`src/logic/lw_config.svh`:
```
`ifndef LW_CONFIG_SVH
`define LW_CONFIG_SVH

`default_nettype none

// ===========================================================================
// Linked-list walker build constants
// ===========================================================================

// Word address width of the shared memory port
`define LW_ADDR_W 16

// Width of one memory word, which is also the hash width
`define LW_WORD_W 32

// Every record is a next pointer followed by three data words
`define LW_RECORD_WORDS 4

// Hash starting value, loaded at the start of every walk
`define LW_HASH_SEED 32'h811C9DC5

// Left-rotate applied to the running hash before each data word is mixed in
`define LW_HASH_ROT 5

`default_nettype wire

`endif
```
`src/logic/lw_pkg.sv`:
```
`include "lw_config.svh"

`default_nettype none

// ===========================================================================
// Shared types of the linked-list walker
// ===========================================================================

package lw_pkg;

    // Word address on the memory port
    typedef logic [`LW_ADDR_W-1:0] lw_addr_t;

    // One memory word, as read or written
    typedef logic [`LW_WORD_W-1:0] lw_word_t;

    // A record word read back from memory is seen in two ways.
    // Word 0 of a record is a link to the next record; only the low
    // address bits carry meaning and the upper bits are ignored.
    // Words 1 to 3 are plain data values that go into the hash
    typedef union packed
    {
        lw_word_t data;
        struct packed
        {
            logic [`LW_WORD_W-`LW_ADDR_W-1:0] unused;
            lw_addr_t                         next_addr;
        } link;
    } lw_record_word_t;

endpackage

`default_nettype wire

```
`src/logic/list_walker_top.sv`:
```
`default_nettype none

// Linked-list walker: follows a record chain, hashes the data words and
// writes the hash and a done flag back to memory
module list_walker_top
    import lw_pkg::*;
(
    input  wire logic     clk,
    input  wire logic     reset,
    input  wire logic     start_req,
    input  wire lw_addr_t start_addr,
    input  wire lw_addr_t result_addr,
    output logic          start_ack,
    output lw_addr_t      list_length,
    output lw_addr_t      data_count,
    output logic          mem_req,
    output logic          mem_we,
    output lw_addr_t      mem_addr,
    output lw_word_t      mem_wdata,
    input  wire logic     mem_ack,
    input  wire lw_word_t mem_rdata
);

    // Sequencing between the FSM and the two masters
    logic     read_go;
    lw_addr_t read_addr;
    logic     write_go;
    lw_addr_t write_addr;
    logic     walk_clear;
    logic     reader_done;
    logic     list_end;
    lw_addr_t next_addr;
    logic     writer_done;

    // Reader side of the arbiter
    logic     rd_req;
    lw_addr_t rd_addr;
    logic     rd_ack;
    lw_word_t rd_rdata;

    // Writer side of the arbiter
    logic     wr_req;
    lw_addr_t wr_addr;
    lw_word_t wr_wdata;
    logic     wr_ack;

    // Data words on their way to the hash
    logic     data_valid;
    lw_word_t data_word;
    lw_word_t hash_value;

    walk_control i_walk_control (
        .clk         (clk),
        .reset       (reset),
        .start_req   (start_req),
        .start_addr  (start_addr),
        .result_addr (result_addr),
        .reader_done (reader_done),
        .list_end    (list_end),
        .next_addr   (next_addr),
        .writer_done (writer_done),
        .start_ack   (start_ack),
        .read_go     (read_go),
        .read_addr   (read_addr),
        .write_go    (write_go),
        .write_addr  (write_addr),
        .walk_clear  (walk_clear)
    );

    record_reader i_record_reader (
        .clk         (clk),
        .reset       (reset),
        .read_go     (read_go),
        .read_addr   (read_addr),
        .mem_ack     (rd_ack),
        .mem_rdata   (rd_rdata),
        .walk_clear  (walk_clear),
        .mem_req     (rd_req),
        .mem_addr    (rd_addr),
        .reader_done (reader_done),
        .list_end    (list_end),
        .next_addr   (next_addr),
        .data_valid  (data_valid),
        .data_word   (data_word),
        .list_length (list_length)
    );

    record_hash i_record_hash (
        .clk        (clk),
        .reset      (reset),
        .walk_clear (walk_clear),
        .data_valid (data_valid),
        .data_word  (data_word),
        .hash_value (hash_value),
        .data_count (data_count)
    );

    result_writer i_result_writer (
        .clk         (clk),
        .reset       (reset),
        .write_go    (write_go),
        .write_addr  (write_addr),
        .hash_value  (hash_value),
        .mem_ack     (wr_ack),
        .mem_req     (wr_req),
        .mem_addr    (wr_addr),
        .mem_wdata   (wr_wdata),
        .writer_done (writer_done)
    );

    mem_arbiter i_mem_arbiter (
        .clk       (clk),
        .reset     (reset),
        .rd_req    (rd_req),
        .rd_addr   (rd_addr),
        .wr_req    (wr_req),
        .wr_addr   (wr_addr),
        .wr_wdata  (wr_wdata),
        .mem_ack   (mem_ack),
        .mem_rdata (mem_rdata),
        .rd_ack    (rd_ack),
        .rd_rdata  (rd_rdata),
        .wr_ack    (wr_ack),
        .mem_req   (mem_req),
        .mem_we    (mem_we),
        .mem_addr  (mem_addr),
        .mem_wdata (mem_wdata)
    );

endmodule

`default_nettype wire

```
`src/logic/mem_arbiter.sv`:
```
`default_nettype none

// Two four-phase masters share one four-phase memory port.
// The reader only reads and the writer only writes, so the grant alone
// tells the direction of the external transaction
module mem_arbiter
    import lw_pkg::*;
(
    input  wire logic     clk,
    input  wire logic     reset,
    input  wire logic     rd_req,
    input  wire lw_addr_t rd_addr,
    input  wire logic     wr_req,
    input  wire lw_addr_t wr_addr,
    input  wire lw_word_t wr_wdata,
    input  wire logic     mem_ack,
    input  wire lw_word_t mem_rdata,
    output logic          rd_ack,
    output lw_word_t      rd_rdata,
    output logic          wr_ack,
    output logic          mem_req,
    output logic          mem_we,
    output lw_addr_t      mem_addr,
    output lw_word_t      mem_wdata
);

    logic gnt_valid;
    logic gnt_wr;
    logic gnt_req;

    // Request of whichever master holds the grant
    assign gnt_req = gnt_wr ? wr_req : rd_req;

    always_ff @(posedge clk)
    begin
        if (reset)
        begin
            gnt_valid <= 1'b0;
            gnt_wr    <= 1'b0;
        end
        else if (!gnt_valid)
        begin
            // Writer wins when both ask in the same cycle
            if (wr_req || rd_req)
            begin
                gnt_valid <= 1'b1;
                gnt_wr    <= wr_req;
            end
        end
        else if (!gnt_req && !mem_ack)
        begin
            // Four-phase cycle fully closed on both sides
            gnt_valid <= 1'b0;
        end
    end

    // ========================================================================
    // Port multiplexing
    // ========================================================================

    assign mem_req   = gnt_valid && gnt_req;
    assign mem_we    = gnt_valid && gnt_wr;
    assign mem_addr  = gnt_wr ? wr_addr : rd_addr;
    assign mem_wdata = wr_wdata;

    // Ack goes back only to the granted master, without a register
    assign rd_ack   = gnt_valid && !gnt_wr && mem_ack;
    assign wr_ack   = gnt_valid && gnt_wr && mem_ack;
    assign rd_rdata = mem_rdata;

endmodule

`default_nettype wire

```
`src/logic/result_writer.sv`:
```
`default_nettype none

// Stores the walk result as two four-phase writes.  The hash goes to the
// word after the result address, then the flag 1 goes to the address itself
module result_writer
    import lw_pkg::*;
(
    input  wire logic     clk,
    input  wire logic     reset,
    input  wire logic     write_go,
    input  wire lw_addr_t write_addr,
    input  wire lw_word_t hash_value,
    input  wire logic     mem_ack,
    output logic          mem_req,
    output lw_addr_t      mem_addr,
    output lw_word_t      mem_wdata,
    output logic          writer_done
);

    // FSM encoding; each write has a request phase and an ack-low phase
    localparam logic [2:0] WR_IDLE     = 3'd0;
    localparam logic [2:0] WR_HASH     = 3'd1;
    localparam logic [2:0] WR_HASH_END = 3'd2;
    localparam logic [2:0] WR_FLAG     = 3'd3;
    localparam logic [2:0] WR_FLAG_END = 3'd4;

    logic [2:0] state;
    logic       hash_phase;

    assign hash_phase = (state == WR_HASH) || (state == WR_HASH_END);

    // The write port is driven straight from the FSM state
    assign mem_req   = (state == WR_HASH) || (state == WR_FLAG);
    assign mem_addr  = hash_phase ? write_addr + 1'b1 : write_addr;
    assign mem_wdata = hash_phase ? hash_value : lw_word_t'(1);

    always_ff @(posedge clk)
    begin
        if (reset)
        begin
            state       <= WR_IDLE;
            writer_done <= 1'b0;
        end
        else
        begin
            writer_done <= 1'b0;
            case (state)
                WR_IDLE:     if (write_go) state <= WR_HASH;
                WR_HASH:     if (mem_ack) state <= WR_HASH_END;
                WR_HASH_END: if (!mem_ack) state <= WR_FLAG;
                WR_FLAG:     if (mem_ack) state <= WR_FLAG_END;
                WR_FLAG_END:
                begin
                    // Flag is in memory once its ack has fallen
                    if (!mem_ack)
                    begin
                        state       <= WR_IDLE;
                        writer_done <= 1'b1;
                    end
                end
                default:     state <= WR_IDLE;
            endcase
        end
    end

endmodule

`default_nettype wire

```
`src/logic/record_hash.sv`:
```
`include "lw_config.svh"

`default_nettype none

// Rotate-and-XOR hash over the data words of a walk, plus a count of them
module record_hash
    import lw_pkg::*;
(
    input  wire logic     clk,
    input  wire logic     reset,
    input  wire logic     walk_clear,
    input  wire logic     data_valid,
    input  wire lw_word_t data_word,
    output lw_word_t      hash_value,
    output lw_addr_t      data_count
);

    lw_word_t rotated;

    // Left rotate of the running hash
    assign rotated = (hash_value << `LW_HASH_ROT) |
                     (hash_value >> (`LW_WORD_W - `LW_HASH_ROT));

    always_ff @(posedge clk)
    begin
        if (reset || walk_clear)
        begin
            hash_value <= `LW_HASH_SEED;
            data_count <= '0;
        end
        else if (data_valid)
        begin
            hash_value <= rotated ^ data_word;
            data_count <= data_count + 1'b1;
        end
    end

endmodule

`default_nettype wire

```
`src/logic/record_reader.sv`:
```
`include "lw_config.svh"

`default_nettype none

// Reads one record word by word over a four-phase port.  Word 0 gives the
// link to the next record, the other words are passed on as data
module record_reader
    import lw_pkg::*;
(
    input  wire logic     clk,
    input  wire logic     reset,
    input  wire logic     read_go,
    input  wire lw_addr_t read_addr,
    input  wire logic     mem_ack,
    input  wire lw_word_t mem_rdata,
    input  wire logic     walk_clear,
    output logic          mem_req,
    output lw_addr_t      mem_addr,
    output logic          reader_done,
    output logic          list_end,
    output lw_addr_t      next_addr,
    output logic          data_valid,
    output lw_word_t      data_word,
    output lw_addr_t      list_length
);

    localparam int IDX_W = $clog2(`LW_RECORD_WORDS);

    logic             busy;
    logic [IDX_W-1:0] word_idx;
    lw_addr_t         rec_addr;
    lw_record_word_t  rd_word;
    logic             link_word;
    logic             last_word;
    logic             rd_capture;

    // Read data decoded through the union
    assign rd_word = mem_rdata;

    // Words of a record sit at consecutive addresses
    assign mem_addr   = rec_addr + lw_addr_t'(word_idx);
    assign link_word  = (word_idx == '0);
    assign last_word  = (word_idx == IDX_W'(`LW_RECORD_WORDS - 1));
    assign rd_capture = mem_req && mem_ack;

    // ========================================================================
    // Transaction sequencing
    // ========================================================================

    always_ff @(posedge clk)
    begin
        if (reset)
        begin
            busy        <= 1'b0;
            mem_req     <= 1'b0;
            word_idx    <= '0;
            reader_done <= 1'b0;
            data_valid  <= 1'b0;
            list_end    <= 1'b0;
            list_length <= '0;
        end
        else
        begin
            reader_done <= 1'b0;
            data_valid  <= 1'b0;

            // New walk, so forget the previous list
            if (walk_clear)
            begin
                list_length <= '0;
                list_end    <= 1'b0;
            end

            if (read_go)
            begin
                busy     <= 1'b1;
                word_idx <= '0;
                mem_req  <= 1'b1;
            end
            else if (rd_capture)
            begin
                // Read data is valid with ack; drop req to close the phase
                mem_req <= 1'b0;
                if (link_word)
                begin
                    list_length <= list_length + 1'b1;
                    list_end    <= (rd_word.link.next_addr == '0);
                end
                else
                begin
                    data_valid <= 1'b1;
                end
            end
            else if (busy && !mem_req && !mem_ack)
            begin
                // Ack has fallen, the transaction is over
                if (last_word)
                begin
                    busy        <= 1'b0;
                    reader_done <= 1'b1;
                end
                else
                begin
                    word_idx <= word_idx + 1'b1;
                    mem_req  <= 1'b1;
                end
            end
        end
    end

    // Record base, link and data word
    always_ff @(posedge clk)
    begin
        if (read_go)
        begin
            rec_addr <= read_addr;
        end
        if (rd_capture)
        begin
            if (link_word)
            begin
                next_addr <= rd_word.link.next_addr;
            end
            data_word <= rd_word.data;
        end
    end

endmodule

`default_nettype wire

```
`src/logic/walk_control.sv`:
```
`default_nettype none

// Top-level sequencer of one walk.  It takes the host start request,
// launches one record read after another along the chain and then lets
// the result writer store the hash and the flag
module walk_control
    import lw_pkg::*;
(
    input  wire logic     clk,
    input  wire logic     reset,
    input  wire logic     start_req,
    input  wire lw_addr_t start_addr,
    input  wire lw_addr_t result_addr,
    input  wire logic     reader_done,
    input  wire logic     list_end,
    input  wire lw_addr_t next_addr,
    input  wire logic     writer_done,
    output logic          start_ack,
    output logic          read_go,
    output lw_addr_t      read_addr,
    output logic          write_go,
    output lw_addr_t      write_addr,
    output logic          walk_clear
);

    // FSM encoding
    localparam logic [1:0] ST_IDLE  = 2'd0;
    localparam logic [1:0] ST_RUN   = 2'd1;
    localparam logic [1:0] ST_WRITE = 2'd2;
    localparam logic [1:0] ST_ACK   = 2'd3;

    logic [1:0] state;
    logic       start_walk;
    logic       next_record;

    // A walk begins only from idle, so start_ack is already low here
    assign start_walk  = (state == ST_IDLE) && start_req;

    // A finished record with a non-zero link leads on to the next record
    assign next_record = (state == ST_RUN) && reader_done && !list_end;

    // Acknowledge stays high for as long as the FSM waits in ST_ACK
    assign start_ack = (state == ST_ACK);

    always_ff @(posedge clk)
    begin
        if (reset)
        begin
            state      <= ST_IDLE;
            read_go    <= 1'b0;
            write_go   <= 1'b0;
            walk_clear <= 1'b0;
        end
        else
        begin
            // All control outputs are single-cycle pulses
            read_go    <= 1'b0;
            write_go   <= 1'b0;
            walk_clear <= 1'b0;

            case (state)
                ST_IDLE:
                begin
                    if (start_walk)
                    begin
                        // Clear hash and counters while the first read starts
                        walk_clear <= 1'b1;
                        read_go    <= 1'b1;
                        state      <= ST_RUN;
                    end
                end
                ST_RUN:
                begin
                    if (next_record)
                    begin
                        read_go <= 1'b1;
                    end
                    else if (reader_done)
                    begin
                        // Zero link seen and the last data word is in
                        write_go <= 1'b1;
                        state    <= ST_WRITE;
                    end
                end
                ST_WRITE:
                begin
                    if (writer_done)
                    begin
                        state <= ST_ACK;
                    end
                end
                default:
                begin
                    // Hold the acknowledge until the host lets go of start_req
                    if (!start_req)
                    begin
                        state <= ST_IDLE;
                    end
                end
            endcase
        end
    end

    // Addresses handed to the reader and the writer
    always_ff @(posedge clk)
    begin
        if (start_walk)
        begin
            read_addr  <= start_addr;
            write_addr <= result_addr;
        end
        else if (next_record)
        begin
            read_addr <= next_addr;
        end
    end

endmodule

`default_nettype wire

```
`config.mk`:
```
export PLATFORM = sky130hd
export DESIGN_NAME = list_walker_top
export DESIGN_NICKNAME = d
export VERILOG_FILES = /design/src/logic/lw_pkg.sv /design/src/logic/list_walker_top.sv /design/src/logic/mem_arbiter.sv /design/src/logic/result_writer.sv /design/src/logic/record_hash.sv /design/src/logic/record_reader.sv /design/src/logic/walk_control.sv
export VERILOG_INCLUDE_DIRS = /design/src /design/src/logic
export SDC_FILE = /design/constraint.sdc
export NUM_CORES = 1
export LEC_CHECK = 0
export ABC_AREA = 1
export BUFFER_PORTS_ARGS = -buffer_cell sky130_fd_sc_hd__buf_2
export CORE_ASPECT_RATIO = 1.5
export CORE_MARGIN = 1.5
export CORE_UTILIZATION = 55
export CTS_CLUSTER_SIZE = 8
export DETAILED_ROUTE_END_ITERATION = 8
export PLACE_DENSITY_LB_ADDON = 0.12
export SYNTH_ARGS = -nofsm -noshare
export SYNTH_HDL_FRONTEND = slang
export SYNTH_SLANG_ARGS = --single-unit
```
`constraint.sdc`:
```
create_clock -name clk -period 5.98 [get_ports clk]
set_input_delay 1.196 -clock clk [delete_from_list [all_inputs] [get_ports clk]]
set_output_delay 1.196 -clock clk [all_outputs]
set_load 0.02 [all_outputs]
```
# After elaboration in Yosys (flattened, before gate mapping)
# Cells that the tools add are included.
# Widths: inputs -> output; s select.
dict set report totals {
  regBits 178
  in_bits 68
  out_inout_bits 83
}
dict set report op_classes {
  n_addsub 5
  n_eq_ne 20
  muxes 44
  bitwise_logic 9
  reduce_logical 43
}
# operator n
set op_table {}
lappend op_table {{$mux 16} 8}
lappend op_table {{$add 16x1->16 const B} 3}
lappend op_table {{$mux 32} 1}
lappend op_table {{$or 32x5->32} 1}
lappend op_table {{$xor 32x32->32} 1}
lappend op_table {{$mux 1} 22}
lappend op_table {{$add 16x2->16} 1}
lappend op_table {{$logic_not 16->1} 1}
lappend op_table {{$mux 3} 5}
lappend op_table {{$pmux 3 s5} 1}
lappend op_table {{$logic_and 1x1->1} 12}
lappend op_table {{$mux 2} 5}
lappend op_table {{$ne 2x1->1 const B} 5}
lappend op_table {{$ne 2x2->1 const B} 5}
lappend op_table {{$reduce_and 5->1} 2}
lappend op_table {{$not 1->1} 7}
lappend op_table {{$eq 2x2->1 const B} 3}
lappend op_table {{$eq 3x2->1 const B} 2}
lappend op_table {{$logic_not 1->1} 6}
lappend op_table {{$pmux 2 s3} 1}
lappend op_table {{$reduce_and 2->1} 3}
lappend op_table {{$reduce_and 3->1} 2}
lappend op_table {{$reduce_bool 2->1} 3}
lappend op_table {{$reduce_or 2->1} 3}
lappend op_table {{13 further kinds} 18}

# Depth between registers and ports, before layout
dict set report logic_depth {
  depth_word 8
  depth_mapped 10
  ltp_nobuf 10
}

# Cells and area by module
# From an unflattened synthesis, not the netlist that was laid out.
dict set report hier_totals {
  hier_cells 1083
  hier_area_um2 9142.5
}
# module n_inst cells_per_inst area_per_inst_um2
set by_module_without_submodules {}
lappend by_module_without_submodules {record_reader 1 320 3585.9}
lappend by_module_without_submodules {record_hash 1 305 2243.4}
lappend by_module_without_submodules {walk_control 1 129 1495.2}
lappend by_module_without_submodules {result_writer 1 192 1011.0}
lappend by_module_without_submodules {mem_arbiter 1 137 807.0}

# Least setup slack after synthesis
# Ideal clock, no wire load.
dict set report synth_path {
  path_kind {reg2out}
  from {register i_record_reader.word_idx[0]}
  to {output port mem_addr[10]}
  t_arrival_ns 2.054
  t_required_ns 4.784
  setup_slack_ns 2.730
  stages_incl_launch_ff 9
  n_path_buf 0
  path_cell_list {dfxtp_1 -> ha_1 -> inv_1 -> fa_1 -> nor3_1 -> nand2_1 -> nor3_1 -> nor2_1 -> o21ai_0}
}
dict set report synth_via {
  elab_chain_cells 2
}
# item line
set synth_lines {}
lappend synth_lines {{start: declaration} record_reader.sv:30} ;# logic [IDX_W-1:0] word_idx;
lappend synth_lines {{start signal: assignment} record_reader.sv:104} ;# word_idx <= word_idx + 1'b1;
lappend synth_lines {{$add 16x2->16} record_reader.sv:41} ;# assign mem_addr = rec_addr + lw_addr_t'(word_idx);
lappend synth_lines {{$mux 16} mem_arbiter.sv:63} ;# assign mem_addr = gnt_wr ? wr_addr : rd_addr;
lappend synth_lines {{end: declaration} list_walker_top.sv:18} ;# output lw_addr_t mem_addr,
# No other way between the ends.

# Worst setup path in the final report
# Ends and elaborated chain as after synthesis.

==> results_dict.tcl <==
set metrics [dict create \
    antenna_found_initial 1 \
    synth-seq-cells 178 \
    dp_hpwl_mm 13.9 \
    cp_slowest_cell "fa_1" \
    cp.required_ns 4.78 \
    crit_type "reg -> out" \
    grt_remaining_overflow 0 \
    drt-wirelength-per-cell_um 14.2 \
    path_cells "ha_1 > inv_1 > fa_1 > nor3_1 > nand2_1 > nor3_1 > nor2_1 > o21ai_0 > buf_2" \
    finalMaxSlewViolations 0 \
    final_cell_mix "nand2_1 (202), buf_2 (150), inv_1 (119)" \
    clk_path_buf_depth 2 \
    hold_viol 0 \
    io_buffers 150 \
    setup_violations 0 \
    fin_skew_ns 0.0151 \
    rsz0062_at_grt "no" \
    min_period_ns 3.73 \
    cp_max_fo 4 \
    p_leak_nw 4.34 \
    run_status "completed" \
    grt_pass1_vias 6515 \
    drt_iter0_drc 342 \
    ys_types 38 \
    cts_sinks 178 \
    peakVddDrop_mv 0.219 \
    rr_startpoint "i_mem_arbiter.gnt_wr" \
    postCtsHoldBufs 0 \
    first_pass_iters 5 \
    critPathLaunch "i_record_reader.word_idx[0]" \
    cts_resized 0 \
    clock_latency_ns 0.43 \
    layout_commonest_cell "nand2_1" \
    fin_nets 1184 \
    place_area_mm2 0.00912 \
    tightest_slew_ns 1.12 \
    grt_pass1_wl_mm 29.5 \
    via_count 6799 \
    hp-class "reg -> reg" \
    async_reset_ff_frac 0 \
    worstHoldStart "i_walk_control.read_addr[8]" \
    synth_fp_nets 1035 \
    drv_cap 0 \
    cts_tree "done" \
    dieArea_mm2 0.0157 \
    coreArea_mm2 0.0145 \
    drc_errors 0 \
    dieWidth_um 103 \
    ys.flop_type "edfxtp_1" \
    cp_top_family "simple AND/OR/NAND/NOR gates" \
    crit_arrival_ns 2.54 \
    worst-path-stages 9 \
    detail-route-antenna-nets 0 \
    ios 151 \
    tns_ns 0 \
    synth_area_leaders "edfxtp_1 (35%), dfxtp_1 (20%), nand2_1 (9.3%)" \
    syn_to_final_growth_pct 18.6 \
    cts_buffers 17 \
    reg2reg_depth 6 \
    synth_edf_count 96 \
    cp-end-kind "primary output" \
    cts-root-buf "clkbuf_16" \
    clk_pin_slew_ns 0.08 \
    max_slew_margin 0.254 \
    slowest_delay_ns 0.45 \
    gp_congestion 0.886 \
    yosysTopAreaCellShare 0.352 \
    synth_top_cell_by_area "edfxtp_1" \
    start_kind "flip-flop" \
    mappedNetlistArea_mm2 0.00820 \
    postCtsSetupRepairBufs 0 \
    drt-vias-per-instance 5.17 \
    drt-total-wl_mm 18.7 \
    final_cell_area_mm2 0.00972 \
    cp_num_buf_inv 2 \
    cellPowerDensity_mw_per_mm2 329 \
    die_h_um 153 \
    synthCells 955 \
    grt_start_max_net_pins 54 \
    cts_htree_levels 4 \
    start_util 0.564 \
    hold_depth 0 \
    grtUsageTotal 0.246 \
    crit_top_cell "nor3_1" \
    fmax_mhz 268 \
    final_layout_size_suffix_gt1_frac 0.184 \
    fin_crit_sh 0.624 \
    yosys_warnings 0 \
    syn_area_per_cell_um2 8.58 \
    rows 54 \
    seq_area_frac_synth 0.552 \
]
## routing by layer
layer,part of all wire,global-route usage,vias to the layer above
li1,-,-,3450
met1,0.37,0.253,3118
met2,0.55,0.465,188
met3,0.047,0.0505,43
met4,0.031,0.108,0
met5,0,0,-
## Yosys cell counts, types with 3 or more instances
cell        n
o21ai_1     6
a31oi_1     3
nor3_1     19
nand4_1    16
dfxtp_1    82
inv_1     119
edfxtp_1   96
inv_2       6
clkbuf_1   13
nand3_1    48
a21oi_1    67
o211ai_1   14
ha_1       11
buf_2       9
nand2_2     4
o21ai_0    67
xor2_1     29
nand2_1   202
o22ai_1     3
nor2_1    118
## state kept, by name, indices dropped and copies added (netlist names), 2 cells and up
register	cells
i_record_hash.hash_value	32
i_record_reader.data_word	32
i_record_hash.data_count	16
i_record_reader.list_length	16
i_record_reader.next_addr	16
i_record_reader.rec_addr	16
i_walk_control.read_addr	16
i_walk_control.write_addr	16
i_result_writer.state	3
i_record_reader.word_idx	2
i_walk_control.state	2
## logic make-up (layout without fill, tap and decap cells)
group / Yosys count / in the layout / synth area share
XOR/XNOR: 30 / 30 / 0.0321
adder cells (fa/ha/maj): 12 / 12 / 0.0192
buffers and inverters: 149 / 311 / 0.0696
AO/OA/AOI/OAI: 165 / 165 / 0.109
flip-flops: 178 / 178 / 0.552
other: 0 / 1 / 0
AND/OR/NAND/NOR: 421 / 421 / 0.218
## worst paths after layout
kind	end	slack (ns)
hold reg to reg	i_record_reader.rec_addr[8]	0.42
hold / removal	i_record_reader.rec_addr[8]	0.42
setup / recovery	mem_addr[10]	2.25
setup reg to reg	i_record_reader.next_addr[0]	3.13
## per-stage QoR
step / cells / total power [mW] / util / setup WS (ns) / hold WS, ns
after global routing: 1314 / 3.35 / 0.669 / 2.00 / 0.432
after floorplan: 955 / 1.93 / - / 2.73 / 0.400
after detailed placement: 1281 / 2.13 / 0.628 / 2.57 / 0.405
after global placement: 1281 / 2.12 / 0.628 / 2.65 / 0.403
after CTS: 1313 / 3.21 / 0.669 / 2.25 / 0.423
final: 1314 / 3.19 / 0.669 / 2.25 / 0.424
## final cells by class
cell class / instances / area, um^2
antenna: 1 / 2.50
clock buffer: 17 / 425
clock inverter: 15 / 175
fill: 1219 / 4800
inverter: 126 / 473
multi-input combinational: 628 / 3100
sequential: 178 / 4520
tap: 196 / 245
timing repair buffer: 153 / 773
## report_power, final
group / switching, mW / total, mW / internal (mW) / leakage, nW
Clock: 0.529 / 1.10 / 0.566 / 0.290
Combinational: 0.420 / 0.597 / 0.177 / 2.50
Sequential: 0.0750 / 1.50 / 1.43 / 1.55
## worst reg2reg max path, cell delays in order, from the launching register on
cell and delay, ns:
dfxtp_1 0.54, inv_2 0.34, nand2_2 0.13, nor2_4 0.09, buf_4 0.43, inv_1 0.09
nor2_1 0.85
No activity file was read; power rests on OpenSTA's default activity.
